### src/verilog/common_pkg.sv
`default_nettype none

package common_pkg;

    // datapath width
    localparam int data_w = 32;

    // architectural register count
    localparam int reg_cnt = 32;

    // issue width of the pipeline
    localparam int lanes = 2;

    // register index, r0 is hardwired zero
    typedef logic [$clog2(reg_cnt)-1:0] creg_addr_t;

    // one data word
    typedef logic [data_w-1:0] word_t;

    // lane opcodes
    // op_mul is the only late op, its result shows up in M2
    typedef enum logic [2:0] {
        op_add,
        op_sub,
        op_and,
        op_or,
        op_xor,
        op_slt,
        op_addi,
        op_mul
    } op_t;

endpackage

`default_nettype wire

### src/verilog/pipes_pkg.sv
`default_nettype none

package pipes_pkg;

    import common_pkg::*;

    // one decoded instruction as it enters the issue stage
    typedef struct packed {
        logic              valid;
        op_t               op;
        creg_addr_t        rdst;
        creg_addr_t        ra1;
        creg_addr_t        ra2;
        // sign extended to a full word for op_addi
        logic signed [15:0] imm;
    } instr_t;

    // source registers of one lane in the issue stage
    typedef struct packed {
        creg_addr_t ra1;
        creg_addr_t ra2;
    } bypass_issue_t;

    // pending write from one lane of one stage
    typedef struct packed {
        logic       regwrite;
        // result not ready before M2
        logic       late;
        creg_addr_t rdst;
        word_t      data;
    } bypass_input_t;

    // resolved operand for one source read
    typedef struct packed {
        // operand can be used this cycle
        logic  valid;
        // take data instead of the register file
        logic  bypass;
        word_t data;
    } bypass_output_t;

    // contents of the E, M1 and M2 stage registers
    typedef struct packed {
        instr_t instr;
        word_t  a;
        word_t  b;
        // alu result, filled on the E to M1 edge
        word_t  result;
    } stage_t;

    // writeback record, also the retire observation
    typedef struct packed {
        logic       valid;
        creg_addr_t rdst;
        word_t      data;
    } retire_t;

endpackage

`default_nettype wire

### src/verilog/regfile.sv
`default_nettype none

module regfile import common_pkg::*, pipes_pkg::*; (
    input  logic                        clk,
    input  logic                        rst_n,
    input  creg_addr_t [2*lanes-1:0]    raddr,
    input  retire_t    [lanes-1:0]      wr,
    output word_t      [2*lanes-1:0]    rdata
);

    // architectural state
    word_t regs [reg_cnt];

    // asynchronous read
    // r0 reads zero whatever is stored
    always_comb begin
        for (int p = 0; p < 2 * lanes; p++) begin
            if (raddr[p] == '0) begin
                rdata[p] = '0;
            end else begin
                rdata[p] = regs[raddr[p]];
            end
        end
    end

    // write on the edge that ends M2
    always_ff @(posedge clk or negedge rst_n) begin
        if (!rst_n) begin
            for (int r = 0; r < reg_cnt; r++) begin
                regs[r] <= '0;
            end
        end else begin
            // later lane is written last, so lane 1 wins a collision
            for (int l = 0; l < lanes; l++) begin
                if (wr[l].valid && (wr[l].rdst != '0)) begin
                    regs[wr[l].rdst] <= wr[l].data;
                end
            end
        end
    end

endmodule

`default_nettype wire
### config.mk
export PLATFORM = sky130hd
export DESIGN_NAME = regfile
export DESIGN_NICKNAME = d
export VERILOG_FILES = /design/src/verilog/common_pkg.sv /design/src/verilog/pipes_pkg.sv /design/src/verilog/regfile.sv
export SDC_FILE = /design/constraint.sdc
export NUM_CORES = 2
export LEC_CHECK = 0
export BUFFER_PORTS_ARGS = -buffer_cell sky130_fd_sc_hd__buf_4
export CAP_MARGIN = 20
export CORE_ASPECT_RATIO = 0.9
export CORE_MARGIN = 2
export CORE_UTILIZATION = 55
export CTS_BUF_LIST = sky130_fd_sc_hd__clkbuf_8
export CTS_CLUSTER_DIAMETER = 120
export CTS_CLUSTER_SIZE = 40
export DETAILED_ROUTE_END_ITERATION = 8
export GPL_TIMING_DRIVEN = 1
export PLACE_DENSITY_LB_ADDON = 0.2
export RECOVER_POWER = 50
export SLEW_MARGIN = 20
export SYNTH_ARGS = -nofsm -noshare
export SYNTH_HDL_FRONTEND = slang
export SYNTH_SLANG_ARGS = --single-unit
export TNS_END_PERCENT = 100
### constraint.sdc
create_clock -name clk -period 1.8 [get_ports clk]
set_clock_uncertainty 0.2 [all_clocks]
set_input_delay 0.18 -clock clk [delete_from_list [all_inputs] [get_ports clk]]
set_output_delay 0.18 -clock clk [all_outputs]
set_load 0.02 [all_outputs]
* After elaboration in Yosys (flattened, before gate mapping)
Cells that the tools add are included.
** Word-level totals
- Register bits after elaboration :: 1024
- Output and inout port bits :: 128
- Word-level logic and storage cells :: 80
** Operators by class
- Magnitude comparators :: 8
- Mux-type cells :: 24
- Bitwise operators :: 6
- Reduce and logical (&&, ||, !) cells :: 10
** Operators with widths (count)
- bitwise mux 1024 bit :: 2
- 2-to-1 mux 1024 bit :: 2
- binary-select mux 32 bit (select 5 bit) :: 4
- 2-to-1 mux 32 bit :: 14
- demux 32 bit (select 5 bit) :: 2
- greater-or-equal comparator 6 bit (second input constant) :: 6
- inverter 5 -> 6 bit :: 6
- zero test 5 bit :: 4
- less-than comparator 6 x 1 -> 1 bit (second input constant) :: 2
- nonzero test 5 bit :: 2
- logical AND 1 bit :: 4

* Logic depth before layout (Yosys ltp)
- Depth in word-level cells :: 9
- Gate-level depth with buffers :: 8
- Depth with buffers taken out :: 4

* Worst setup path after synthesis
OpenSTA, ideal clock, no wires.
- Path type :: input to output
- Start point :: input port raddr[0] in the netlist's numbering
- End point :: output port rdata[10] in the netlist's numbering
- Data arrival time :: 1798 ps
- Slack :: -378 ps
- Stages on the path :: 7
- Path buffers :: 4
- Cells stage by stage :: buf_2 inv_2 buf_2 buf_4 clkbuf_1 o2111ai_1 a311oi_1
** RTL lines
- start, declared :: line regfile.sv:6 : input creg_addr_t [2*lanes-1:0] raddr,
- end, declared :: line regfile.sv:8 : output word_t [2*lanes-1:0] rdata

==> results.rst <==
.. list-table::
   :header-rows: 1

   * - Metric
     - Value
   * - GR peak layer
     - met2
   * - Yosys warnings
     - 0
   * - Placeable Area
     - 0.146 mm2
   * - Unrepaired setup endpoints after global routing
     - true
   * - Critical setup path kind
     - flop to output pin
   * - CP Launch Type
     - flop
   * - Cell Rows
     - 133
   * - Violated checks
     - design-rule violations, negative hold slack, negative setup slack
   * - Initial standard-cell utilization of the core
     - 55.4%
   * - Type of the tightest min-delay check
     - primary input to flop
   * - Mux contribution to synthesized area
     - 41.7%
   * - Worst setup path startpoint
     - regs[523]
   * - Reported max-cap violation count
     - 0
   * - Cell count after synthesis
     - 7312
   * - Cell with the most instances after synthesis
     - mux2i_1
   * - Final Slew Violations
     - 0
   * - Post-DP Area
     - 0.0977 mm2
   * - Number of flip-flops under the largest register name
     - 1024
   * - Syn Nets
     - 7410
   * - Detailed-routing iteration count for the pre-antenna-repair pass
     - 9
   * - TritonCTS clock tree
     - built
   * - Utilization of the core after routing
     - 71.3%
   * - PD cells
     - 881 mW/mm2
   * - Worst setup EP type
     - output pin
   * - Area of the mapped netlist
     - 0.0808 mm2
   * - Fmax
     - 0.311 GHz
   * - Die Width
     - 408 um
   * - Routed wire length
     - 423000 um
   * - Vias
     - 79200
   * - R2r worst-path depth
     - 4
   * - WHS Path Cells
     - 6
   * - Synth-to-layout area growth
     - 28.7%
   * - Yosys top cell by area
     - dfrtp_1
   * - Overall die area
     - 0.150 mm2
   * - Post-synth EDFFs
     - 0
   * - Non-filler cells in the finished layout
     - 10200
   * - Largest Register
     - regs
   * - Clk pin slew, worst setup/hold paths
     - 0.27 ns
   * - Transition time at the pin with the least slew margin
     - 1.31 ns
   * - Xor and xnor fraction of the mapped netlist area
     - 0%
   * - Layout fillers
     - 10300
   * - I/O pins
     - 226
   * - P_leak
     - 0.0439 uW
   * - First-iteration detailed-routing DRC count
     - 14800
   * - H-Tree Level Count
     - 2
   * - Worst EP required
     - 1.42 ns
   * - Total of flip-flops plus latches after synthesis
     - 1024
   * - Global routing met1 resource utilization
     - 67.7%
   * - Root buffer cell
     - clkbuf_8
   * - Post-DP HPWL
     - 289000 um
   * - Pin count of the biggest net entering global routing
     - 74
   * - Status
     - finished with violations
   * - Clock latency reported for the late side of the worst-skew pair
     - 0.87 ns
   * - Worst hold path startpoint
     - wr[32]
   * - Via count of the first global-routing pass
     - 75900
   * - Fraction of the cycle the final worst path needs
     - 178%
   * - Final instance area
     - 0.104 mm2
   * - Post-Syn Area per Cell
     - 11.1 um2
   * - Least setup slack across all paths after layout
     - -1.41 ns
   * - Worst slew slack as a fraction of its limit
     - 12.8%
   * - Cts bufs inserted
     - 37
   * - Post-synth cell types
     - 49
   * - Synth top area cells
     - dfrtp_1 (32%), mux4_2 (25%), mux2i_1 (15%)
   * - Combinational family with the most area after synthesis
     - multiplexers
   * - Cell types with the highest counts after synthesis
     - mux2i_1 (1209), dfrtp_1 (1024), mux4_2 (896)
   * - Register-to-register setup slack
     - 0.09 ns
   * - Critical Path AT
     - 2.83 ns
   * - Post-route ant nets
     - 0
   * - Sequential fraction of the synthesis area
     - 31.7%
   * - Via/cell ratio
     - 7.74
   * - Adder-cell share of the synthesized area
     - 0%
   * - Post-synthesis simple-gate area fraction
     - 7.17%
   * - Worst-case clock buffer depth
     - 3
   * - Async set-or-reset flop fraction in the synthesized netlist
     - 100%
   * - Tot Pwr
     - 91700 uW
   * - GR met2 Demand/Resource
     - 72.5%
   * - Antenna violations before repair
     - 26
   * - Final nets
     - 8319
   * - Routability-driven placement congestion ratio
     - 1.05
   * - Proportion of layout cells with a drive suffix above 1
     - 43.2%
   * - Critical register-to-register path startpoint
     - regs[558]
   * - Final Hold Viols
     - 23
   * - Worst reg2reg path endpoint
     - regs[558]
   * - Global-route wire length before repair
     - 585000 um
   * - Area fraction in compound gates after synthesis
     - 13.1%
   * - Number of remaining DRC errors
     - 14
   * - Met3 Track Usage GR
     - 28.4%
   * - Number of setup violations in the final report
     - 1290
   * - Worst hold-check slack
     - -0.0524 ns
   * - Hold EP
     - regs[697]
   * - Count of buffers inserted at the top-level ports
     - 225
   * - Largest registers
     - regs x1024
   * - Most frequently used flop master after synthesis
     - dfrtp_1
   * - Top-area cell type share of the netlist area
     - 31.7%
   * - Global route overflow
     - 0
   * - Die height
     - 368 um
   * - Total Routing Usage GR
     - 55.3%
   * - Maximum net fanout on the critical path
     - 3
   * - Number of sinks on the clock net
     - 1024
   * - Final critical-path required period
     - 3.21 ns
   * - Number of placed cells counting well taps
     - 9915
   * - Largest voltage drop on the vdd net
     - 0.928 mV
   * - Post-DR wirelength/cell
     - 41.3 um
## what timing repair did
action	CTS	global route
endpoints found under the setup margin	128	388
pin swaps	152	110
gates resized for setup	580	235
cloned	0	3
buffers inserted	77	51
hold buffers	98	17
hold endpoints to repair	2016	356
## logic make-up (layout without fill, tap and decap cells)
group	Yosys count	in the layout
AO/OA/AOI/OAI	1765	1765
AND/OR/NAND/NOR	1328	1328
multiplexers	2233	2233
buffers and inverters	962	1895
flip-flops	1024	1024
other	0	32
## layout by cell type, fill, tap and decap left out, drive strengths merged, types with 32 or more instances in the layout
cell and count:
buf 1708, mux2i 1209, dfrtp 1024, mux4 896, o21ai 635, nor2 600, a21oi 576, nand2 504
nor2b 143, a211oi 128, mux2 128, a22oi 128, a311oi 128, dlygate4sd3 101, a221oi 92, clkbuf 54
a32oi 41, o2111ai 36, diode 32
## where the power goes
group | switching, uW | internal, uW | leakage, uW
clock network | 8780 | 2930 | 0.000467
logic | 19300 | 23700 | 0.0310
registers | 8050 | 28900 | 0.0124
## how the worst max path moves through the flow
stage	end	slack (ns)	cells after the start
finish	rdata[11]	-1.41	6
global route	rdata[90]	-1.35	6
CTS	rdata[11]	-1.33	6
detailed placement	rdata[19]	-1.09	8
global placement	rdata[19]	-1.13	8
floorplan	rdata[35]	-0.11	7
## area by class of cell
| type | count | area (um2) | share of cell area [%] |
|---|---|---|---|
| Antenna cell | 32 | 80.1 | 0.0770 |
| Clock buffer | 39 | 537 | 0.516 |
| Clock inverter | 24 | 393 | 0.378 |
| Inverter | 4 | 25.0 | 0.0240 |
| Multi-Input combinational cell | 5326 | 55200 | 53.0 |
| Sequential cell | 1024 | 25700 | 24.7 |
| Tap cell | 1957 | 2450 | 2.35 |
| Timing Repair Buffer | 1828 | 19700 | 18.9 |
## through the flow
| stage | setup TNS, ns | setup slack, ns |
|---|---|---|
| after detailed placement | -135.92 | -1.09 |
| after CTS | -156.38 | -1.33 |
| final | -496.04 | -1.41 |
| after global routing | -530.10 | -1.35 |
| after floorplan | -10.66 | -0.107 |
| after global placement | -117.61 | -1.13 |
## worst max-delay path, stage by stage, from the launching register on
cell and delay [ns]:
dfrtp_1 0.49, buf_6 0.14, mux4_2 0.47, mux2_4 0.30, o21ai_4 0.17, a311oi_4 0.10, buf_6 0.24
## layer usage
metal	up-vias	wire (um)
li1	29900	-
met1	38900	140000
met5	-	394
met4	22	41800
met2	8093	166000
met3	2315	74400
(Power assumes the default switching activity.)
