File: config.mk
export PLATFORM = sky130hd
export DESIGN_NAME = alu_lane
export DESIGN_NICKNAME = d
export VERILOG_FILES = /design/src/verilog/common_pkg.sv /design/src/verilog/pipes_pkg.sv /design/src/verilog/alu_lane.sv
export SDC_FILE = /design/constraint.sdc
export NUM_CORES = 1
export LEC_CHECK = 0
export BUFFER_PORTS_ARGS = -buffer_cell sky130_fd_sc_hd__buf_2
export CAP_MARGIN = 10
export CORE_UTILIZATION = 30
export CTS_BUF_LIST = sky130_fd_sc_hd__clkbuf_4
export CTS_CLUSTER_DIAMETER = 100
export DETAILED_ROUTE_END_ITERATION = 8
export GPL_TIMING_DRIVEN = 1
export PLACE_DENSITY = 0.52
export SLEW_MARGIN = 10
export SYNTH_ARGS = -nofsm -noshare
export SYNTH_HDL_FRONTEND = slang
export SYNTH_SLANG_ARGS = --single-unit
File: constraint.sdc
create_clock -name clk -period 8.7 [get_ports clk]
set_input_delay 2.61 -clock clk [delete_from_list [all_inputs] [get_ports clk]]
set_output_delay 2.61 -clock clk [all_outputs]
set_load 0.01 [all_outputs]
File: src/verilog/common_pkg.sv
`default_nettype none

package common_pkg;

    // datapath width
    localparam int data_w = 32;

    // architectural register count
    localparam int reg_cnt = 32;

    // issue width of the pipeline
    localparam int lanes = 2;

    // register index, r0 is hardwired zero
    typedef logic [$clog2(reg_cnt)-1:0] creg_addr_t;

    // one data word
    typedef logic [data_w-1:0] word_t;

    // lane opcodes
    // op_mul is the only late op, its result shows up in M2
    typedef enum logic [2:0] {
        op_add,
        op_sub,
        op_and,
        op_or,
        op_xor,
        op_slt,
        op_addi,
        op_mul
    } op_t;

endpackage

`default_nettype wire

File: src/verilog/pipes_pkg.sv
`default_nettype none

package pipes_pkg;

    import common_pkg::*;

    // one decoded instruction as it enters the issue stage
    typedef struct packed {
        logic              valid;
        op_t               op;
        creg_addr_t        rdst;
        creg_addr_t        ra1;
        creg_addr_t        ra2;
        // sign extended to a full word for op_addi
        logic signed [15:0] imm;
    } instr_t;

    // source registers of one lane in the issue stage
    typedef struct packed {
        creg_addr_t ra1;
        creg_addr_t ra2;
    } bypass_issue_t;

    // pending write from one lane of one stage
    typedef struct packed {
        logic       regwrite;
        // result not ready before M2
        logic       late;
        creg_addr_t rdst;
        word_t      data;
    } bypass_input_t;

    // resolved operand for one source read
    typedef struct packed {
        // operand can be used this cycle
        logic  valid;
        // take data instead of the register file
        logic  bypass;
        word_t data;
    } bypass_output_t;

    // contents of the E, M1 and M2 stage registers
    typedef struct packed {
        instr_t instr;
        word_t  a;
        word_t  b;
        // alu result, filled on the E to M1 edge
        word_t  result;
    } stage_t;

    // writeback record, also the retire observation
    typedef struct packed {
        logic       valid;
        creg_addr_t rdst;
        word_t      data;
    } retire_t;

endpackage

`default_nettype wire

File: src/verilog/alu_lane.sv
`default_nettype none

module alu_lane import common_pkg::*, pipes_pkg::*; (
    input  logic   clk,
    input  logic   rst_n,
    input  stage_t e_in,
    input  stage_t m1_in,
    output word_t  e_result,
    output word_t  m2_product
);

    // first multiplier stage, filled on the E to M1 edge
    word_t prod_q;
    logic  slt_res;

    // signed compare for slt
    assign slt_res = $signed(e_in.a) < $signed(e_in.b);

    // E stage result
    always_comb begin
        case (e_in.instr.op)
            op_add:  e_result = e_in.a + e_in.b;
            op_sub:  e_result = e_in.a - e_in.b;
            op_and:  e_result = e_in.a & e_in.b;
            op_or:   e_result = e_in.a | e_in.b;
            op_xor:  e_result = e_in.a ^ e_in.b;
            op_slt:  e_result = {{(data_w-1){1'b0}}, slt_res};
            // operand b already holds the immediate
            op_addi: e_result = e_in.a + e_in.b;
            // product not ready yet, marked late in the bypass
            op_mul:  e_result = '0;
            default: e_result = '0;
        endcase
    end

    // two cycle product
    // low word of a*b lines up with the mul in M2
    always_ff @(posedge clk or negedge rst_n) begin
        if (!rst_n) begin
            prod_q     <= '0;
            m2_product <= '0;
        end else begin
            if (e_in.instr.valid && (e_in.instr.op == op_mul)) begin
                prod_q <= e_in.a * e_in.b;
            end
            // move on only with the owning instruction
            if (m1_in.instr.valid && (m1_in.instr.op == op_mul)) begin
                m2_product <= prod_q;
            end
        end
    end

endmodule

`default_nettype wire

# ---- After elaboration in Yosys (flattened, before gate mapping)
# Index checks and enable logic that the tools add are counted.
dict set report totals {
  ff_bits 64
  inputBits 264
  out_inout_bits 64
  wordCells 22
}
dict set report op_classes {
  n_addsub 2
  multipliers 1
  n_lt_le_gt_ge 1
  n_eq_ne 8
  mux 1
  bitwise_logic 3
  reduce_logical 4
}
# operator n
set op_table {}
lappend op_table {{32-bit case mux with 7 select lines} 1}
lappend op_table {{32-bit adder} 1}
lappend op_table {{32-bit AND} 1}
lappend op_table {{32-bit less-than comparator} 1}
lappend op_table {{32-bit by 32-bit multiplier with 32-bit output} 1}
lappend op_table {{32-bit OR} 1}
lappend op_table {{32-bit subtractor} 1}
lappend op_table {{32-bit XOR} 1}
lappend op_table {{3-bit == test, second input constant} 5}
lappend op_table {{3-bit by 2-bit == test with 1-bit output, second input constant} 2}
lappend op_table {{3-bit by 1-bit == test with 1-bit output, second input constant} 1}
lappend op_table {{3-bit logical NOT} 1}
lappend op_table {{1-bit logical AND} 2}
lappend op_table {{2-bit OR reduction} 1}

# ---- Depth between registers and ports, before layout
# Gate-level depths: netlist of run 1.
dict set report logic_depth {
  ltp_word 3
  ltp_mapped 30
  mapped_depth_nobuf 27
}

# ---- Worst setup path after synthesis of run 1
# OpenSTA, ideal clock, no wires.
dict set report synth_path {
  kind {input to register}
  from {in e_in[36] (netlist name)}
  to {reg prod_q[31]}
  setup_ns 0.137
  arrival_ns 9.300
  required_time_ns 8.563
  slack_ns -0.737
  cell_stages 27
  path_buffers 2
  cell_sequence {clkbuf_1 -> clkinv_1 -> clkbuf_1 -> nor2_1 -> fa_1 -> inv_1 -> fa_1 -> fa_1 -> fa_1 -> inv_1 -> fa_1 -> inv_1 -> fa_1 -> inv_1 -> fa_1 -> fa_1 -> ha_1 -> a21oi_1 -> nand3_1 -> a31oi_1 -> o211ai_1 -> a31oi_1 -> o21bai_1 -> a221oi_1 -> o21bai_1 -> xnor2_1 -> o21ai_0}
}
dict set report synth_between {
  elab_chain_len 1
}
# element line_no
set synth_lines {}
lappend synth_lines {{start: declaration} alu_lane.sv:6} ;# input stage_t e_in,
lappend synth_lines {{32-bit by 32-bit multiplier with 32-bit output} alu_lane.sv:44} ;# prod_q <= e_in.a * e_in.b;
lappend synth_lines {{end signal: assignment} alu_lane.sv:44}
lappend synth_lines {{end: declaration} alu_lane.sv:13} ;# word_t prod_q;
# No other way between the ends.
# A chain may end at the register's enable or synchronous reset.

# ---- Worst setup path after layout of run 1
dict set report layout_path {
  from {in e_in[37] (netlist name)}
  to {reg prod_q[31]}
}
# Same word-level chain as after synthesis.

==> summary.md, run 1 <==
| Metric | Value |
|---|---|
| Largest net degree at the start of global routing | 65 |
| CP max FO | 5 |
| Count of different cell masters after synthesis | 73 |
| Core area | about 73,000 sq um |
| HP Class | register to register |
| P&R area growth vs syn | 26.8% |
| Max-cap check violation count | 0 |
| Register area share after synthesis | 0.0718 |
| Detail Route Antenna Nets | 0 |
| Min-delay src | prod_q[0] |
| Critical path type | input port to register |
| Period utilization | 1.03 |
| Tmin final | between 8 and 9 ns |
| Reg2Reg Launch Point | prod_q[30] |
| FF-to-FF setup slack | 7.86 ns |
| Die area | roughly 75,000 sq um |
| Vias in the first global route | between 20,000 and 25,000 |
| Met2 WL | 39.1 mm |
| Fmax | around 0.11 GHz |
| Number of CTS-inserted buffers | 9 |
| DR vias/cell | 4.93 |
| Routed WL per cell | between 20 and 25 um |
| Clk_skew | 0.00977 ns |
| Pre-CTS setup slack | -1.13 ns |
| Ys async rst share | 1.00 |
| Rel. slew slack | 0.433 |
| CTS max path bufs | 2 |
| Hold Crit Depth | 2 |
| Pins Over Slew Limit | 0 |
| CTS clk-pin slew, worst paths | 0.11 ns |
| CP required | 9.02 ns |
| Startpoint Class | input port |
| Final HPWL DP | 75.1 mm |
| Vias | just over 20,000 |
| Initial DRC Count | 1,378 |
| Outcome | finished, violations left |
| Max Used Layer | met5 |
| Met3 Routed Length | 6.43 mm |
| Area occupied by multi-input gates | 18,900 sq um |
| Mapped cell area | about 22,000 sq um |
| Die X | 275 um |
| Final hold vios | 0 |
| Starting Density | 0.305 |
| Hold Crit Endpoint | prod_q[0] |
| H-tree depth | 3 |
| Worst Setup End Kind | register |
| Depth of the worst register-to-register path | 1 |
| CTS tree | built |
| Chip height | 275 um |
| Main synth FF type | dfrtp_1 |
| Clk sinks | 64 |
| Clock insertion delay at the later pin of the skew report | 0.45 ns |
| Setup ws final | -0.218 ns |
| Register area | 1600 sq um |
| CTS Hold Bufs | 0 |
| Yosys reg bits | 64 |
| WL final | 87.8 mm |
| First-pass GRT wire length | 132 mm |
| EDFF count, synth | 0 |
| DRC errors left | 16 |
| Worst-Margin Slew | 0.851 ns |
| Share of layout cells above drive strength 1 | 0.256 |
| Root buffer selected by CTS | clkbuf_4 |
| Critical Path AT | approximately 9.2 ns |
| Failing checks | design-rule violations, negative setup slack |
| Reg-to-reg endpoint | m2_product[30] |
| Filler cell count | slightly below 8,000 |
| Drt pass-1 iters | 8 |
| I/O pins | approximately 330 |
| Synth warn | 0 |
| RSZ-0062 raised after global routing | true |
| NumNets Final | 4,042 |
| Site Rows | roughly 100 |
| Setup violators final | 8 |
| Gr usage total | 0.237 |
| M1 wire length | 38.4 mm |
| Initial antenna violation count | 6 |
| PortBufs | 137 |
| Post-Syn Nets | 3,557 |
| Total grt overflow | 0 |
| GPL Wtd Cong | 0.995 |
| Post-Syn Area per Cell | ~8.4 sq um |
| Cells after Synth | 2,664 |
==> state kept, by name, summed over array words and instances (netlist names) <==
| name | count |
|---|---|
| prod_q | 32 |
| m2_product | 32 |
==> synth_stat cells (12+ instances only) <==
| cell | number | area share |
|---|---|---|
| a211oi_1 | 14 | 0.0047 |
| a21o_1 | 14 | 0.0047 |
| a21oi_1 | 141 | 0.032 |
| a221oi_1 | 16 | 0.0063 |
| a22oi_1 | 13 | 0.0044 |
| a31oi_1 | 14 | 0.0039 |
| buf_1 | 12 | 0.0020 |
| clkbuf_1 | 102 | 0.017 |
| clkinv_1 | 13 | 0.0022 |
| dfrtp_1 | 64 | 0.072 |
| fa_1 | 410 | 0.37 |
| ha_1 | 219 | 0.12 |
| inv_1 | 474 | 0.080 |
| mux2_2 | 37 | 0.019 |
| nand2_1 | 286 | 0.048 |
| nand2b_1 | 13 | 0.0036 |
| nand3_1 | 12 | 0.0027 |
| nor2_1 | 383 | 0.064 |
| nor2b_1 | 43 | 0.012 |
| nor3_1 | 19 | 0.0043 |
| o21ai_0 | 73 | 0.016 |
| o21bai_1 | 13 | 0.0044 |
| o22a_1 | 25 | 0.0098 |
| o22ai_1 | 12 | 0.0034 |
| xnor2_1 | 59 | 0.023 |
| xor2_1 | 29 | 0.011 |
==> stage by stage <==
step	util	hold WS [ns]	cells	area, sq um	setup TNS [ns]
after floorplan	-	0.445	2664	22600	-0.215
after global placement	0.369	0.461	4065	27000	-14.77
after detailed placement	0.369	0.468	4065	27000	-15.33
after CTS	0.379	0.493	4098	27800	-0.929
after global routing	0.386	0.513	4115	28300	-3.25
final	0.386	0.481	4117	28300	-0.922
==> timing repair <==
| item | 4_1_cts | 5_1_grt |
|---|---|---|
| pin swaps | 45 | 63 |
| buffers inserted | 19 | 17 |
| gates cloned | 0 | 0 |
| gates resized for setup | 104 | 86 |
| endpoints found under the setup margin | 26 | 33 |
==> cell type report <==
class	instances	area share
inverters	494	0.0682
diodes	4	0.000354
clock inverters	7	0.00341
well taps	959	0.0425
multi-input cells	1978	0.668
clock buffers	9	0.00239
flip-flops and latches	64	0.0567
repair buffers	602	0.158
==> worst max-delay path by stage <==
stage | from | to | cells past startpoint
final | e_in[37] | prod_q[31] | 26
after global routing | e_in[37] | prod_q[31] | 26
after CTS | e_in[37] | prod_q[31] | 26
after detailed placement | e_in[38] | prod_q[31] | 27
after global placement | e_in[38] | prod_q[31] | 27
after floorplan | e_in[81] | prod_q[31] | 24
==> worst max-delay path: stages <==
cell and delay (ns):
buf_8 0.09, clkinvlp_4 0.20, nor2_4 0.16, fa_1 0.44, fa_1 0.51, fa_1 0.56, inv_2 0.05, fa_1 0.51
inv_2 0.04, fa_1 0.49, inv_2 0.04, fa_1 0.49, inv_1 0.05, fa_1 0.50, fa_1 0.46, ha_4 0.33
a21oi_4 0.07, a211oi_2 0.27, nand2_1 0.09, o211ai_1 0.32, a31oi_2 0.20, o21bai_2 0.21, a221oi_2 0.08, o21bai_2 0.21
xnor2_2 0.16, o21ai_1 0.08
==> per-layer routing <==
layer  track usage  vias to the layer above
li1              -                     9321
met1         0.322                    10100
met2         0.373                      758
met3        0.0403                      159
met4        0.0952                        4
met5             0                        -
==> cell usage in the layout, fill, tap and decap left out, drive strengths merged, types with 12 or more instances in the layout <==
cell type,netlist,final
nand2b,13,13
xor2,29,29
a211oi,14,14
o21bai,14,14
a21oi,141,141
a21o,14,14
xnor2,59,59
a31oi,14,14
mux2,37,37
nor2b,43,43
buf,21,600
nor2,383,383
o21ai,76,76
clkinv,13,14
ha,219,219
a221oi,19,19
dfrtp,64,64
a22oi,13,13
nor3,20,20
inv,481,476
o22a,25,25
o22ai,12,12
nand2,286,286
fa,410,410
nand3,12,12
==> cell families after synthesis <==
logic type	synth area share
simple gates	0.149
xor+xnor	0.0346
flops	0.0718
fa+ha+maj	0.491
compound gates	0.123
mux	0.0218
buf+inv	0.109
Power of run 1 is left out: the tool's default activity adds up to more than one toggle a clock period on the data nets, which glitch-free logic cannot reach.
==> run 2, diff against run 1 <==
--- a/config.mk
+++ b/config.mk
@@ -13,6 +13,8 @@
 export DETAILED_ROUTE_END_ITERATION = 8
 export GPL_TIMING_DRIVEN = 1
 export PLACE_DENSITY = 0.52
+export SETUP_SLACK_MARGIN = 0.3
+export SKIP_CTS_REPAIR_TIMING = 1
 export SLEW_MARGIN = 10
 export SYNTH_ARGS = -nofsm -noshare
 export SYNTH_HDL_FRONTEND = slang
==> run 2 against run 1 <==
Net effect:
- register-to-register slack worse by 0.02 ns
- the flow still finishes with violations (design-rule violations, negative setup slack)
- wire length increased by 1.5%
- sequential share of layout area shrank 0.21 points
- cell count is 0.80% higher
- highest routed layer is now met4
==> summary.md, run 2 (synthesized netlist as in run 1, its figures left out) <==
| Metric | Value |
|---|---|
| Min-delay src | prod_q[18] |
| Most frequent cells in the layout | inv_1, buf_4, fa_1 |
| DRC errors left | 8 |
| Slowest-stage cell, CP | fa_1 |
| Root buffer selected by CTS | clkbuf_4 |
| Setup ws final | -0.305 ns |
| Biggest regs | m2_product x32, prod_q x32 |
| Core area | 73,200 sq um |
| CP required | 9.04 ns |
| Max incr delay on CP | 0.57 ns |
| Worst Setup End Kind | register |
| Post-place instance area | 27,300 sq um |
| CP max FO | 5 |
| PortBufs | 137 |
| CTS clk-pin slew, worst paths | 0.12 ns |
| Vias | between 20,000 and 25,000 |
| Clock insertion delay at the later pin of the skew report | roughly 0.45 ns |
| Detail Route Antenna Nets | 0 |
| Drt pass-1 iters | 8 |
| Starting Density | 0.305 |
| Max-cap check violation count | 0 |
| FF-to-FF setup slack | 7.84 ns |
| Fmax | 0.111 GHz |
| Initial antenna violation count | 4 |
| Pins Over Slew Limit | 0 |
| Routed WL per cell | 21.5 um |
| GPL Wtd Cong | 0.992 |
| Reg2Reg Launch Point | prod_q[30] |
| NumNets Final | 4,076 |
| Clk sinks | 64 |
| Share of layout cells above drive strength 1 | 0.283 |
| First-pass GRT wire length | 132 mm |
| Critical Path AT | just over 9 ns |
| Chip height | 275 um |
| Commonest non-fill, non-tap cell in the layout | inv_1 |
| Reg-to-reg endpoint | m2_product[30] |
| Failing checks | design-rule violations, negative setup slack |
| Final instance area | between 20,000 and 30,000 sq um |
| Hold Crit Depth | 2 |
| Hold Crit Endpoint | prod_q[18] |
| Startpoint Class | input port |
| Largest net degree at the start of global routing | 65 |
| Initial DRC Count | 1,585 |
| Rel. slew slack | 0.366 |
| Critical path type | input port to register |
| HP Class | register to register |
| Depth of the worst register-to-register path | 1 |
| Crit path top cell by count | fa_1 |
| RSZ-0062 raised after global routing | true |
| Gr usage total | 0.237 |
| Vias in the first global route | 21,100 |
| Clk_skew | 0.00828 ns |
| Die area | around 75,000 sq um |
| Setup violators final | 8 |
| Site Rows | 99 |
| DR vias/cell | 4.99 |
| I/O pins | between 300 and 400 |
| WL final | around 89 mm |
| CTS max path bufs | 2 |
| Total grt overflow | 0 |
| H-tree depth | 3 |
| Final hold vios | 0 |
| Tmin final | 9.01 ns |
| Period utilization | 1.04 |
| Worst-Margin Slew | 0.950 ns |
| Final HPWL DP | 75.1 mm |
| Die X | 275 um |
| Outcome | finished, violations left |
| Number of CTS-inserted buffers | 9 |
| P&R area growth vs syn | 31.6% |
| CTS tree | built |
==> run 2: routing by layer <==
layer / GRT usage / vias up / part of all wire
li1: - / 9418 / -
met4: 0.0870 / 0 / 0.040
met3: 0.0422 / 147 / 0.080
met5: 0 / - / 0
met1: 0.319 / 10300 / 0.43
met2: 0.380 / 808 / 0.45
==> run 2: worst max path at each step <==
stage,start,to,slack (ns),cells past startpoint
after CTS,e_in[38],prod_q[31],-0.45,28
final,e_in[37],prod_q[30],-0.31,32
after global routing,e_in[37],prod_q[31],-0.59,28
after global placement,e_in[38],prod_q[31],-0.93,28
after detailed placement,e_in[38],prod_q[31],-0.97,28
after floorplan,e_in[36],prod_q[30],-0.09,25
==> run 2: worst max-delay path: cells and delay by family <==
family,cells,cell delay [ns]
AOI/OAI and AO/OA,8,0.93
adders and majority gates,9,4.27
xor gates and xnor gates,1,0.15
and+or+nand+nor,2,0.30
buffers and inverters,12,1.09
==> run 2: area by class of cell <==
type                    instances  area [sq um]
clock inverters                 7          62.6
repair buffers                636          5050
fillers                      7545         43900
flip-flops and latches         64          1600
clock buffers                   9          67.6
inverters                     494          1950
multi-input cells            1978         19400
well taps                     959          1200
diodes                          3          7.51
==> run 2: per-stage QoR <==
step                cells  hold slack (ns)  setup TNS (ns)  setup slack [ns]   util
floorplan            2664            0.445          -0.170           -0.0868      -
global placement     4079            0.462          -11.94            -0.929  0.373
detailed placement   4079            0.469          -12.06            -0.972  0.373
CTS                  4095            0.494           -4.76            -0.446  0.375
global route         4148            0.512           -4.43            -0.594  0.401
finish               4150            0.485           -1.78            -0.305  0.401
Power of run 2 is left out for the same reason.
