--- config.mk ---
export PLATFORM = sky130hd
export DESIGN_NAME = issue_stage
export DESIGN_NICKNAME = d
export VERILOG_FILES = /design/src/verilog/common_pkg.sv /design/src/verilog/pipes_pkg.sv /design/src/verilog/issue_stage.sv
export SDC_FILE = /design/constraint.sdc
export NUM_CORES = 1
export LEC_CHECK = 0
export ABC_AREA = 1
export BUFFER_PORTS_ARGS = -buffer_cell sky130_fd_sc_hd__clkbuf_2
export CELL_PAD_IN_SITES_DETAIL_PLACEMENT = 0
export CELL_PAD_IN_SITES_GLOBAL_PLACEMENT = 1
export CORE_AREA = 2 2 238 240
export DETAILED_ROUTE_END_ITERATION = 6
export DIE_AREA = 0 0 240 242
export GPL_TIMING_DRIVEN = 0
export PLACE_DENSITY_LB_ADDON = 0.25
export SLEW_MARGIN = 20
export SYNTH_ARGS = -nofsm -noshare
export SYNTH_HDL_FRONTEND = slang
export SYNTH_SLANG_ARGS = --single-unit
--- constraint.sdc ---
create_clock -name clk -period 1.85 [get_ports clk]
set_input_delay 0.185 -clock clk [delete_from_list [all_inputs] [get_ports clk]]
set_output_delay 0.185 -clock clk [all_outputs]
set_load 0.01 [all_outputs]
--- src/verilog/common_pkg.sv ---
`default_nettype none

package common_pkg;

    // datapath width
    localparam int data_w = 32;

    // architectural register count
    localparam int reg_cnt = 32;

    // issue width of the pipeline
    localparam int lanes = 2;

    // register index, r0 is hardwired zero
    typedef logic [$clog2(reg_cnt)-1:0] creg_addr_t;

    // one data word
    typedef logic [data_w-1:0] word_t;

    // lane opcodes
    // op_mul is the only late op, its result shows up in M2
    typedef enum logic [2:0] {
        op_add,
        op_sub,
        op_and,
        op_or,
        op_xor,
        op_slt,
        op_addi,
        op_mul
    } op_t;

endpackage

`default_nettype wire

--- src/verilog/pipes_pkg.sv ---
`default_nettype none

package pipes_pkg;

    import common_pkg::*;

    // one decoded instruction as it enters the issue stage
    typedef struct packed {
        logic              valid;
        op_t               op;
        creg_addr_t        rdst;
        creg_addr_t        ra1;
        creg_addr_t        ra2;
        // sign extended to a full word for op_addi
        logic signed [15:0] imm;
    } instr_t;

    // source registers of one lane in the issue stage
    typedef struct packed {
        creg_addr_t ra1;
        creg_addr_t ra2;
    } bypass_issue_t;

    // pending write from one lane of one stage
    typedef struct packed {
        logic       regwrite;
        // result not ready before M2
        logic       late;
        creg_addr_t rdst;
        word_t      data;
    } bypass_input_t;

    // resolved operand for one source read
    typedef struct packed {
        // operand can be used this cycle
        logic  valid;
        // take data instead of the register file
        logic  bypass;
        word_t data;
    } bypass_output_t;

    // contents of the E, M1 and M2 stage registers
    typedef struct packed {
        instr_t instr;
        word_t  a;
        word_t  b;
        // alu result, filled on the E to M1 edge
        word_t  result;
    } stage_t;

    // writeback record, also the retire observation
    typedef struct packed {
        logic       valid;
        creg_addr_t rdst;
        word_t      data;
    } retire_t;

endpackage

`default_nettype wire

--- src/verilog/issue_stage.sv ---
`default_nettype none

module issue_stage import common_pkg::*, pipes_pkg::*; (
    input  logic                          clk,
    input  logic                          rst_n,
    input  logic                          in_valid,
    input  instr_t         [lanes-1:0]    in_bundle,
    input  word_t          [2*lanes-1:0]  rf_data,
    input  bypass_output_t [lanes-1:0]    outra1,
    input  bypass_output_t [lanes-1:0]    outra2,
    output logic                          stall,
    output bypass_issue_t  [lanes-1:0]    dataI,
    output stage_t         [lanes-1:0]    issued
);

    // held bundle, slot 0 is the older one
    instr_t [lanes-1:0] slot_q;
    logic   [lanes-1:0] uses_b;
    logic   [lanes-1:0] ops_ok;
    logic               same_dep;
    logic               lane0_clear;
    logic               go0;
    logic               go1;

    always_comb begin
        for (int i = 0; i < lanes; i++) begin
            // addi takes the immediate, ra2 unused
            uses_b[i]    = (slot_q[i].op != op_addi);
            ops_ok[i]    = outra1[i].valid && (outra2[i].valid || !uses_b[i]);
            dataI[i].ra1 = slot_q[i].ra1;
            dataI[i].ra2 = slot_q[i].ra2;
        end
    end

    // same bundle check
    // lane 1 reading lane 0's rdst has to wait for the forward path
    // equal rdst is split too, E0 would otherwise win over the newer E1
    assign same_dep = slot_q[0].valid && (slot_q[0].rdst != '0) &&
                      ((slot_q[1].ra1 == slot_q[0].rdst) ||
                       (uses_b[1] && (slot_q[1].ra2 == slot_q[0].rdst)) ||
                       (slot_q[1].rdst == slot_q[0].rdst));

    // lane 0 gates everything
    assign go0         = slot_q[0].valid && ops_ok[0];
    assign lane0_clear = !slot_q[0].valid || ops_ok[0];
    assign go1         = lane0_clear && slot_q[1].valid && ops_ok[1] && !same_dep;

    // any held instruction left behind holds the source
    assign stall = (slot_q[0].valid && !go0) || (slot_q[1].valid && !go1);

    // operand select, forwarded data or register file
    always_comb begin
        for (int i = 0; i < lanes; i++) begin
            issued[i].instr       = slot_q[i];
            issued[i].instr.valid = (i == 0) ? go0 : go1;
            issued[i].a           = outra1[i].bypass ? outra1[i].data : rf_data[2*i];
            if (!uses_b[i]) begin
                issued[i].b = {{(data_w-16){slot_q[i].imm[15]}}, slot_q[i].imm};
            end else if (outra2[i].bypass) begin
                issued[i].b = outra2[i].data;
            end else begin
                issued[i].b = rf_data[2*i+1];
            end
            issued[i].result      = '0;
        end
    end

    always_ff @(posedge clk or negedge rst_n) begin
        if (!rst_n) begin
            slot_q <= '0;
        end else if (!stall) begin
            // whole bundle gone, take the next one
            if (in_valid) begin
                slot_q <= in_bundle;
            end else begin
                slot_q <= '0;
            end
        end else if (go0) begin
            // split, lane 1 becomes the head
            slot_q[0] <= slot_q[1];
            slot_q[1] <= '0;
        end
    end

endmodule

`default_nettype wire

---- After elaboration in Yosys (flattened, before gate mapping) ----
Cells that the tools add are included.
cells by class
  multiplexer cells ....................... 9
  equal/unequal tests ..................... 6
  reductions and logical operators ........ 24
operators by type and width
  kind                                            number
  two-way mux 70 bit                              3
  two-way mux 32 bit                              6
  equality test 5 bit                             3
  logical AND 1 bit                               11
  logical NOT 1 bit                               6
  logical OR 1 bit                                6
  != test 3 bit (second input constant)           2
  nonzero test 5 bit                              1
  != test 2 x 1 -> 1 bit (second input constant)  1
word-level totals
  output and inout bits ................... 283
  bits of input ports ..................... 337
  logic and storage cells ................. 51
  bits in registers ....................... 70

---- Longest topological paths before layout ----
Gate-level depths: netlist of the first run.
  word-level depth ........................ 12
  mapped depth ............................ 14

---- Worst setup path before layout of the first run ----
OpenSTA, ideal clock, no wires.
  path type ............................... flip-flop to output port
  start ................................... reg slot_q (netlist bit issued[127])
  end ..................................... out issued[261] (netlist name)
  path slack .............................. 233 ps
  data arrival time ....................... 1432 ps
  stages on the path, launching flop included .. 11
  path through ............................ dfrtp_1 -> nor2_2 -> nand2_1 -> nand2_1 -> a21oi_2 -> nor3_2 -> nand2_4 -> buf_6 -> buf_2 -> inv_1 -> buf_4
on the way
  word-level cells in the longest chain between the ends .. 8
ends and longest elaborated chain
  element                         RTL line           text
  start: declaration              issue_stage.sv:17  instr_t [lanes-1:0] slot_q;
  start signal: assignment        issue_stage.sv:74  slot_q <= in_bundle;
  != test 3 bit                   issue_stage.sv:28  uses_b[i] = (slot_q[i].op != op_addi);
  logical NOT 1 bit               --
  logical OR 1 bit                issue_stage.sv:29  ops_ok[i] = outra1[i].valid && (outra2[i].valid || !uses_b[i]);
  logical AND 1 bit               issue_stage.sv:29
  logical OR 1 bit                issue_stage.sv:45  assign lane0_clear = !slot_q[0].valid || ops_ok[0];
  logical AND 1 bit (3 in a row)  issue_stage.sv:46  assign go1 = lane0_clear && slot_q[1].valid && ops_ok[1] && !same_dep;
  end: declaration                issue_stage.sv:13  output stage_t [lanes-1:0] issued
No other way between the ends.

---- Final worst setup path of the first run ----
  start ................................... reg slot_q (netlist bit issued[127])
  end ..................................... out stall
on the way
  word-level cells in the longest chain between the ends .. 11
  elaborated cells on any way between the ends .. 14
  classes of those cells .................. eq/ne: 1; reduce/logical: 13
ends and longest elaborated chain
  element                         RTL line           text
  != test 3 bit (*)               issue_stage.sv:28
  logical NOT 1 bit (*)           --
  logical OR 1 bit (*)            issue_stage.sv:29
  logical AND 1 bit (*)           issue_stage.sv:29
  logical OR 1 bit                issue_stage.sv:45
  logical AND 1 bit (3 in a row)  issue_stage.sv:46
  logical NOT 1 bit               issue_stage.sv:49  assign stall = (slot_q[0].valid && !go0) || (slot_q[1].valid && !go1);
  logical AND 1 bit               issue_stage.sv:49
  logical OR 1 bit (*)            issue_stage.sv:49
  end: declaration                issue_stage.sv:11  output logic stall,
Every way passes the cells marked *; elsewhere a longest branch is shown, timed or not.

==> impl_metrics.csv, run 1 <==
group,metric,value,unit
die,io_pins,620,
placement,place_inst,2433,
global_route,grt.total_usage,14.1,%
detailed_routing,firstDrtPassIters,4,
setup_path,startpoint_type,"flop",
timing,tightest_slew,0.952,ns
die,dieArea,0.0581,mm^2
global_route,grt_overflow,0,
timing,maxSlewHeadroom,36.6,%
detailed_routing,vias_per_cell,3.64,
timing,fin_crit_sh,113,%
power_and_ir_drop,power-per-cell-area,1250,mW/mm^2
layout,fin_nets,2059,
layout,final_cell_count_no_fill,2486,
synth,yosys.area.top_type,"dfrtp_1",
die,die_height,242,um
power_and_ir_drop,irDropWorstVdd,0.000550,V
power_and_ir_drop,p_clk_share,12.9,%
die,coreArea,0.0557,mm^2
power_and_ir_drop,pwr-share-seq,21.2,%
synth,ys.flop_type,"dfrtp_1",
clock_network,clock_path_buffers,2,
clock_network,root_buffer,"clkbuf_16",
power_and_ir_drop,power_switching,7.29,mW
die,rows,87,
timing,hold_viol_final,0,
layout,register_area,0.00178,mm^2
synth,synth_cell_types,27,
clock_network,htreeDepth,3,
timing,rsz0062_at_grt,"true",
power_and_ir_drop,pwr-share-comb,66.0,%
clock_network,clk_latency,0.38,ns
layout,multiInputGateArea,0.00384,mm^2
synth,ys_warn_count,0,
timing,max_freq,0.476,GHz
layout,n_fill_cell,6449,
timing,fin_crit,2.10,ns
synth,synth.most_common_cell,"nand2_1",
layout,syn_to_final_growth,72.2,%
die,initial_core_util,12.9,%
layout,final_area,0.0124,mm^2
power_and_ir_drop,p_leak,7.16,nW
placement,place_area,0.0111,mm^2
clock_network,clock-sinks,70,
detailed_routing,drt-total-wl,42300,um
timing,setup_viol,121,
detailed_routing,wire_per_inst,17.0,um
synth,ys_ff_latch,70,
synth,synth_cells,1064,
timing,tns,-11.78,ns
setup_path,cp_data_arrival_time,1.91,ns
timing,skew,0.0112,ns
layout,drive_gt1_share,54.3,%
synth,netlist_area,0.00719,mm^2
placement,dpl_worst_slack,-0.813,ns
placement,io_buffer_count,550,
synth,synthArstFlopShare,100,%
global_route,grt_pass1_vias,9122,
timing,setup_ws,-0.249,ns
status,status,"finished, violations left",
synth,synth_common_cells,"278 x nand2_1, 164 x buf_4, 143 x inv_1, 92 x nand3_1, 70 x dfrtp_1",
setup_path,cp_max_fo,5,
die,dieWidth,240,um
clock_network,cts_tree,"done",
setup_path,critPathKind,"reg2out",
clock_network,cts_buffers,9,
power_and_ir_drop,power.internal,8.25,mW
global_route,grt_pass1_wl,59800,um
setup_path,required,1.66,ns
detailed_routing,ant_nets,0,
detailed_routing,dr.first_iter.drc_count,337,
synth,synth.area.top_cells,"dfrtp_1 24%, buf_4 17%, nand2_1 15%",
placement,routabilityCongestion,0.786,
synth,yosysTopAreaCellShare,24.4,%
detailed_routing,drc,0,
timing,final_max_slew_viol_count,0,
setup_path,crit_path_end_kind,"primary output",
global_route,antenna_found_initial,5,
clock_network,clkTransAtPathRegs,0.07,ns
synth,yosysSeqAreaShare,24.4,%
status,violations,"setup timing",
job,maxCapViolCount,0,
detailed_routing,vias,9040,
power_and_ir_drop,power,15.5,mW
global_route,grt_max_degree,71,
synth,synth_edf_count,0,
worst_hold_path,hold_path_class,"in2reg",
power_and_ir_drop,switching_share,46.9,%
synth,avgSynthCellArea,6.76,um^2
placement,hpwl,35900,um
## placed cells by master, fill, tap and decap left out, types with 8 or more instances in the layout
master,n
buf_1,11
buf_2,29
o211ai_1,47
clkbuf_2,521
buf_6,19
o21ai_1,17
nand3_1,82
nand4_1,48
inv_1,139
o21ai_0,29
mux2_2,64
nand3_2,10
dfrtp_1,51
dfrtp_2,19
o21ai_2,22
nand2_1,268
conb_1,64
buf_4,183
nor2_1,8
buf_8,11
clkbuf_1,19
clkbuf_16,14
## per-stage QoR
step	hold WS, ns	util, %
after floorplan	-0.111	-
after global placement	0.417	20.0
after detailed placement	0.266	20.0
after CTS	0.00275	21.8
after global routing	0.0321	22.2
final	0.0324	22.2
## layout make-up
type | instances | area share (%)
Antenna cell | 3 | 0.0606
Multi-Input combinational cell | 682 | 31.0
Clock buffer | 9 | 1.82
Buffer | 225 | 14.2
Tap cell | 756 | 7.64
Inverter | 149 | 4.64
Sequential cell | 70 | 14.3
Clock inverter | 7 | 0.778
Timing Repair Buffer | 585 | 25.6
## path summary, 6_finish.rpt
kind | start | to | slack, ns | depth (start not counted)
hold reg to reg | issued[231] | issued[231] | 0.50 | 2
setup / recovery | issued[127] | stall | -0.25 | 9
hold / removal | in_bundle[38] | issued[230] | 0.03 | 3
setup reg to reg | issued[127] | issued[106] | -0.20 | 12
max in group asynchronous | rst_n | dataI[14] | 0.96 | 2
min in group asynchronous | rst_n | dataI[13] | 0.38 | 2
## cells by family (layout without fill, tap and decap cells)
logic type      after synthesis  in the layout  synth area share [%]
simple gates                435            435                  26.8
buf+inv                     375            975                  28.6
compound gates              116            116                  9.76
flops                        70             70                  24.4
mux                          64             64                  10.0
xor+xnor                      3              3                 0.365
other cells                   1             67                0.0522
## worst max-delay path, cell delays in order (launching register included)
cell	delay (ns)
dfrtp_2	0.44
nor2_4	0.19
nand2_4	0.11
nand2_8	0.10
a21oi_4	0.07
or2_1	0.24
buf_6	0.14
nand2_8	0.08
inv_4	0.05
buf_6	0.11
## state kept, by name, summed over array words and instances (netlist names)
signal and count:
slot_q 2, dataI 20, issued 48
## layer usage
layer	up-vias	GRT usage (%)	part of all wire (%)
li1	4540	-	-
met1	4104	17.0	42
met2	348	24.4	48
met3	42	2.92	6.4
met4	6	5.21	2.8
met5	-	0	0.11
## what timing repair did
item,4_1_cts,5_1_grt
gates resized for setup,167,90
pin swaps,9,11
hold buffers,1,0
endpoints found under the setup margin,137,137
gates cloned,5,1
buffers inserted,20,8
hold endpoints to repair,70,0
## power by group through the flow
stage / clock network (mW) / registers [mW] / logic, mW
after floorplan: 0 / 2.82 / 5.49
after global placement: 0 / 3.35 / 8.97
after detailed placement: 0 / 3.36 / 8.94
after CTS: 2.10 / 3.36 / 9.93
after global routing: 2.14 / 3.42 / 11.3
final: 2.00 / 3.29 / 10.2
(Power assumes the default switching activity.)
==> run 2: changes to the inputs <==
ABC_AREA = default   (was 1)
CORE_AREA = 2 2 244 246   (was 2 2 238 240)
DIE_AREA = 0 0 246 248   (was 0 0 240 242)
SKIP_CTS_REPAIR_TIMING = 1   (was default)
==> run 2 against run 1 <==
Net effect:
- the flow still finishes with violations (setup timing)
- clock-buffer cell count increased by 1
- design area fell by 1.6%
- fmax shrank 10%
- flip-flop and latch count unchanged
- critical path type unchanged
- largest power group unchanged
==> impl_metrics.csv, run 2 <==
group,metric,value,unit
die,initial_core_util,11.4,%
timing,skew,0.0106,ns
synth,ys_warn_count,0,
die,io_pins,620,
timing,tightest_slew,1.03,ns
die,rows,89,
layout,final_area,0.0122,mm^2
timing,hold_viol_final,0,
layout,final_cell_mix,"488 x clkbuf_2, 196 x buf_4, 166 x mux2i_1, 108 x nand2_1, 64 x conb_1",
synth,synthAdderAreaFrac,0,%
layout,syn_to_final_growth,82.3,%
placement,routabilityCongestion,0.839,
die,die_height,248,um
layout,drive_gt1_share,62.7,%
synth,ys.flop_type,"dfrtp_1",
global_route,antenna_found_initial,49,
timing,fin_crit_sh,127,%
clock_network,root_buffer,"clkbuf_16",
power_and_ir_drop,power_switching,6.32,mW
power_and_ir_drop,p_leak,6.80,nW
detailed_routing,wire_per_inst,22.3,um
placement,hpwl,43700,um
timing,whs,0.0405,ns
synth,yosysSeqAreaShare,26.2,%
synth,synthArstFlopShare,100,%
setup_path,slowest_stage,"or4_4",
synth,yosysTopAreaCellShare,26.2,%
setup_path,crit_top_cell,"buf_6",
detailed_routing,vias,7945,
setup_path,cpPeakStageDelay,0.53,ns
setup_path,crit_path_end_kind,"primary output",
power_and_ir_drop,pwr-share-seq,23.3,%
timing,final_max_slew_viol_count,0,
detailed_routing,dr.first_iter.drc_count,216,
global_route,grt.total_usage,15.1,%
global_route,grt_pass1_wl,61800,um
detailed_routing,vias_per_cell,3.58,
die,dieArea,0.0610,mm^2
synth,synth_cell_types,31,
synth,synth_top_family_by_area,"multiplexers",
global_route,grt_overflow,0,
clock_network,clkTransAtPathRegs,0.07,ns
synth,yosys.area.top_type,"dfrtp_1",
setup_path,startpoint_type,"flop",
setup_path,crit_chain,"or4_4 > o21ai_2 > a31oi_1 > o31ai_2 > buf_6 > clkinv_8 > buf_12 > buf_6",
layout,n_fill_cell,6660,
synth,synth.area.top_cells,"dfrtp_1 26%, mux2i_1 25%, buf_4 18%",
clock_network,htreeDepth,3,
status,status,"finished, violations left",
synth,synth-xor-area-share,1.97,%
timing,setup_ws,-0.493,ns
synth,avgSynthCellArea,8.88,um^2
synth,synth_cells,753,
setup_path,worstReg2RegStart,"issued[123]",
synth,synthSimpleGateAreaFrac,8.99,%
power_and_ir_drop,power.internal,8.24,mW
clock_network,cts_tree,"done",
detailed_routing,drt-total-wl,49600,um
synth,synth_edf_count,0,
synth,synthMuxAreaShare,35.8,%
power_and_ir_drop,pwr-share-comb,64.3,%
detailed_routing,drc,0,
timing,max_freq,0.427,GHz
power_and_ir_drop,p_clk_share,12.4,%
clock_network,clk_latency,0.37,ns
clock_network,clock-sinks,70,
setup_path,critPathKind,"reg2out",
job,maxCapViolCount,0,
detailed_routing,ant_nets,0,
detailed_routing,firstDrtPassIters,4,
synth,synth_common_cells,"166 x mux2i_1, 157 x buf_4, 110 x nand2_1, 70 x dfrtp_1, 66 x a21oi_1",
setup_path,cp_data_arrival_time,2.16,ns
layout,final_util,20.8,%
placement,place_area,0.0107,mm^2
setup_path,cp_max_fo,8,
power_and_ir_drop,switching_share,43.4,%
setup_path,crit_start,"issued[123]",
synth,synth.most_common_cell,"mux2i_1",
timing,maxSlewHeadroom,31.5,%
layout,fin_nets,1762,
timing,fin_crit,2.34,ns
timing,tns,-19.76,ns
synth,netlist_area,0.00668,mm^2
power_and_ir_drop,irDropWorstVdd,0.000599,V
layout,mostFrequentLayoutCell,"clkbuf_2",
power_and_ir_drop,power-per-cell-area,1200,mW/mm^2
synth,ys_ff_latch,70,
global_route,grt_max_degree,71,
placement,io_buffer_count,550,
clock_network,cts_buffers,9,
die,dieWidth,246,um
worst_hold_path,hp-start,"in_bundle[21]",
die,coreArea,0.0585,mm^2
clock_network,clock_path_buffers,2,
global_route,grt_pass1_vias,7248,
timing,setup_viol,133,
status,violations,"setup timing",
timing,rsz0062_at_grt,"true",
synth,synth_compound_area_share,5.93,%
layout,largest_register_ffs,48,
placement,dpl_worst_slack,-1.03,ns
setup_path,required,1.66,ns
setup_path,reg2reg_slack,-0.31,ns
worst_hold_path,hold_path_class,"in2reg",
-- run 2: cell types whose count changed after synthesis, moves of 61 or more --
| cell | delta |
|---|---|
| a21oi_1 | +66 |
| inv_1 | -141 |
| nand3_1 | -89 |
| nand2_1 | -168 |
| mux2_1 | +61 |
| mux2i_1 | +166 |
| o21ai_0 | -68 |
-- run 2: final timing paths --
check / cells past startpoint / end
min in group asynchronous: 2 / issued[255]
hold reg to reg: 2 / issued[230]
setup / recovery: 8 / stall
max in group asynchronous: 2 / dataI[14]
hold / removal: 3 / dataI[5]
setup reg to reg: 10 / issued[124]
-- run 2: metrics by stage --
step	total power [mW]	cells
2_1_floorplan	7.77	816
3_3_place_gp	11.1	2139
3_5_place_dp	11.1	2139
4_1_cts	13.0	2155
5_1_grt	15.6	2208
6_report	14.6	2222
-- run 2: final cells by class --
type | count | area, um^2 | area share [%]
Antenna cell | 19 | 47.5 | 0.390
Buffer | 204 | 1640 | 13.5
Clock buffer | 10 | 239 | 1.96
Clock inverter | 6 | 45.0 | 0.370
Inverter | 4 | 40.0 | 0.329
Multi-Input combinational cell | 538 | 4210 | 34.6
Sequential cell | 70 | 1760 | 14.4
Tap cell | 773 | 967 | 7.94
Timing Repair Buffer | 598 | 3230 | 26.5
-- run 2: critical path: cells and delay by family (launching register included) --
family | cells | cell delay (ns)
compound gates | 3 | 0.36
buf+inv | 4 | 0.46
flops | 1 | 0.43
simple gates | 1 | 0.53
-- run 2: kinds of logic after synthesis --
| kind of cell | after synthesis |
|---|---|
| AOI/OAI and AO/OA | 75 |
| xor gates and xnor gates | 15 |
| buffers and inverters | 208 |
| DFF | 70 |
| muxes | 231 |
| other | 1 |
| and+or+nand+nor | 153 |
-- run 2: metal layers --
metal | GRT usage [%] | vias to the layer above | wire length (um)
met1 | 16.2 | 3753 | 17800
met3 | 3.67 | 86 | 3320
li1 | - | 3712 | -
met5 | 0 | - | 116
met4 | 4.17 | 20 | 1580
met2 | 29.1 | 374 | 26700
-- run 2: power by group through the flow --
stage | registers (mW) | logic [mW] | clock network, mW
2_1_floorplan | 2.76 | 5.01 | 0
3_3_place_gp | 3.43 | 7.63 | 0
3_5_place_dp | 3.45 | 7.66 | 0
4_1_cts | 3.43 | 7.68 | 1.91
5_1_grt | 3.54 | 10.1 | 1.95
6_report | 3.40 | 9.37 | 1.80
==> run 3: changes to the inputs <==
CTS_BUF_LIST = sky130_fd_sc_hd__clkbuf_16   (was default)
==> run 3 against run 2 <==
Net effect:
- the run still ends with setup timing left
- final cell count is the same
- highest routed layer unchanged
- global-route usage is the same
- worst hold slack is essentially flat
- clock-buffer cell count shrank 1
- routed wire length is the same
- non-clock buffer count is the same
- critical endpoint unchanged
- critical path depth is the same
- first-iteration DRC count is the same
==> impl_metrics.csv, run 3 (synthesized netlist as in run 2, its figures left out) <==
group,metric,value,unit
global_route,grt_overflow,0,
layout,mostFrequentLayoutCell,"clkbuf_2",
global_route,grt_max_degree,71,
clock_network,clock_path_buffers,2,
die,rows,89,
clock_network,clk_latency,0.37,ns
die,coreArea,0.0585,mm^2
setup_path,cp_data_arrival_time,2.16,ns
timing,whs,0.0408,ns
detailed_routing,ant_nets,0,
global_route,grt_pass1_vias,7246,
timing,setup_viol,133,
timing,setup_ws,-0.493,ns
layout,multiInputGateArea,0.00421,mm^2
clock_network,htreeDepth,3,
setup_path,startpoint_type,"flop",
detailed_routing,drt-total-wl,49600,um
global_route,grt.total_usage,15.1,%
detailed_routing,dr.first_iter.drc_count,216,
job,maxCapViolCount,0,
placement,routabilityCongestion,0.839,
power_and_ir_drop,power-per-cell-area,1190,mW/mm^2
power_and_ir_drop,pwr-share-seq,23.4,%
layout,largest_register_ffs,48,
timing,max_freq,0.427,GHz
layout,n_fill_cell,6662,
setup_path,crit_path_end_kind,"primary output",
die,dieArea,0.0610,mm^2
power_and_ir_drop,p_clk_share,12.1,%
clock_network,cts_tree,"done",
die,die_height,248,um
detailed_routing,vias_per_cell,3.58,
placement,io_buffer_count,550,
status,status,"finished, violations left",
timing,final_max_slew_viol_count,0,
power_and_ir_drop,irDropWorstVdd,0.000599,V
timing,maxSlewHeadroom,31.5,%
detailed_routing,drc,0,
layout,drive_gt1_share,62.6,%
detailed_routing,firstDrtPassIters,4,
layout,final_area,0.0122,mm^2
setup_path,cp_max_fo,8,
timing,fin_crit,2.34,ns
global_route,grt_pass1_wl,61800,um
setup_path,critPathKind,"reg2out",
detailed_routing,vias,7945,
timing,tightest_slew,1.03,ns
layout,syn_to_final_growth,82.2,%
power_and_ir_drop,power_switching,6.32,mW
worst_hold_path,hold_path_class,"in2reg",
power_and_ir_drop,p_leak,6.79,nW
timing,fin_crit_sh,127,%
clock_network,clkTransAtPathRegs,0.07,ns
die,initial_core_util,11.4,%
timing,hold_viol_final,0,
clock_network,clock-sinks,70,
power_and_ir_drop,pwr-share-comb,64.5,%
power_and_ir_drop,switching_share,43.5,%
layout,final_cell_mix,"488 x clkbuf_2, 196 x buf_4, 166 x mux2i_1, 108 x nand2_1, 64 x conb_1",
clock_network,cts_buffers,9,
detailed_routing,wire_per_inst,22.3,um
placement,hpwl,43700,um
die,io_pins,620,
clock_network,root_buffer,"clkbuf_16",
die,dieWidth,246,um
layout,fin_nets,1762,
layout,register_area,0.00176,mm^2
setup_path,required,1.66,ns
timing,rsz0062_at_grt,"true",
placement,place_area,0.0107,mm^2
status,violations,"setup timing",
global_route,antenna_found_initial,49,
power_and_ir_drop,power.internal,8.20,mW
timing,skew,0.0106,ns
## run 3: changes by cell type in the layout (fill, tap and decap cells not counted)
cell / before / now
clkinv_1: 0 / 1
clkbuf_8: 2 / 1
## run 3: layer usage
metal / vias up / wire, um / track usage, %
met5: - / 116 / 0
met4: 20 / 1580 / 4.17
met3: 86 / 3320 / 3.67
met2: 374 / 26700 / 29.1
met1: 3752 / 17800 / 16.2
li1: 3713 / - / -
## run 3: layout make-up
cell class,instances,share of cell area [%]
Inverter,4,0.329
Multi-Input combinational cell,538,34.6
Timing Repair Buffer,598,26.5
Antenna cell,19,0.391
Buffer,204,13.5
Sequential cell,70,14.5
Clock buffer,9,1.85
Clock inverter,7,0.401
Tap cell,773,7.94
## run 3: metrics by stage
stage	power, mW	setup WS [ns]	instances	setup TNS [ns]	utilization (%)
6_report	14.5	-0.493	2222	-19.77	20.8
5_1_grt	15.5	-0.554	2208	-28.34	20.8
4_1_cts	13.0	-1.45	2155	-114.06	18.7
3_5_place_dp	11.1	-1.03	2139	-84.43	18.2
3_3_place_gp	11.1	-1.02	2139	-109.70	18.2
2_1_floorplan	7.77	-0.0853	816	-4.57	-
## run 3: path summary, 6_finish.rpt
path	from	end	slack (ns)	depth (start not counted)
hold reg to reg	issued[230]	issued[230]	0.59	2
min in group asynchronous	rst_n	issued[255]	0.42	2
setup / recovery	issued[123]	stall	-0.49	8
setup reg to reg	issued[123]	issued[124]	-0.31	10
hold / removal	in_bundle[21]	dataI[5]	0.04	3
max in group asynchronous	rst_n	dataI[14]	0.95	2
## run 3: worst max-delay path: stages (launching register included)
cell      delay, ns
dfrtp_2        0.43
or4_4          0.53
o21ai_2        0.17
a31oi_1        0.11
o31ai_2        0.08
buf_6          0.17
clkinv_8       0.05
buf_12         0.13
buf_6          0.11
## run 3: power by group through the flow
stage | clock (mW) | combinational (mW) | sequential (mW)
finish | 1.76 | 9.37 | 3.40
global route | 1.91 | 10.1 | 3.54
CTS | 1.86 | 7.68 | 3.43
detailed placement | 0 | 7.66 | 3.45
global placement | 0 | 7.63 | 3.43
floorplan | 0 | 5.01 | 2.76
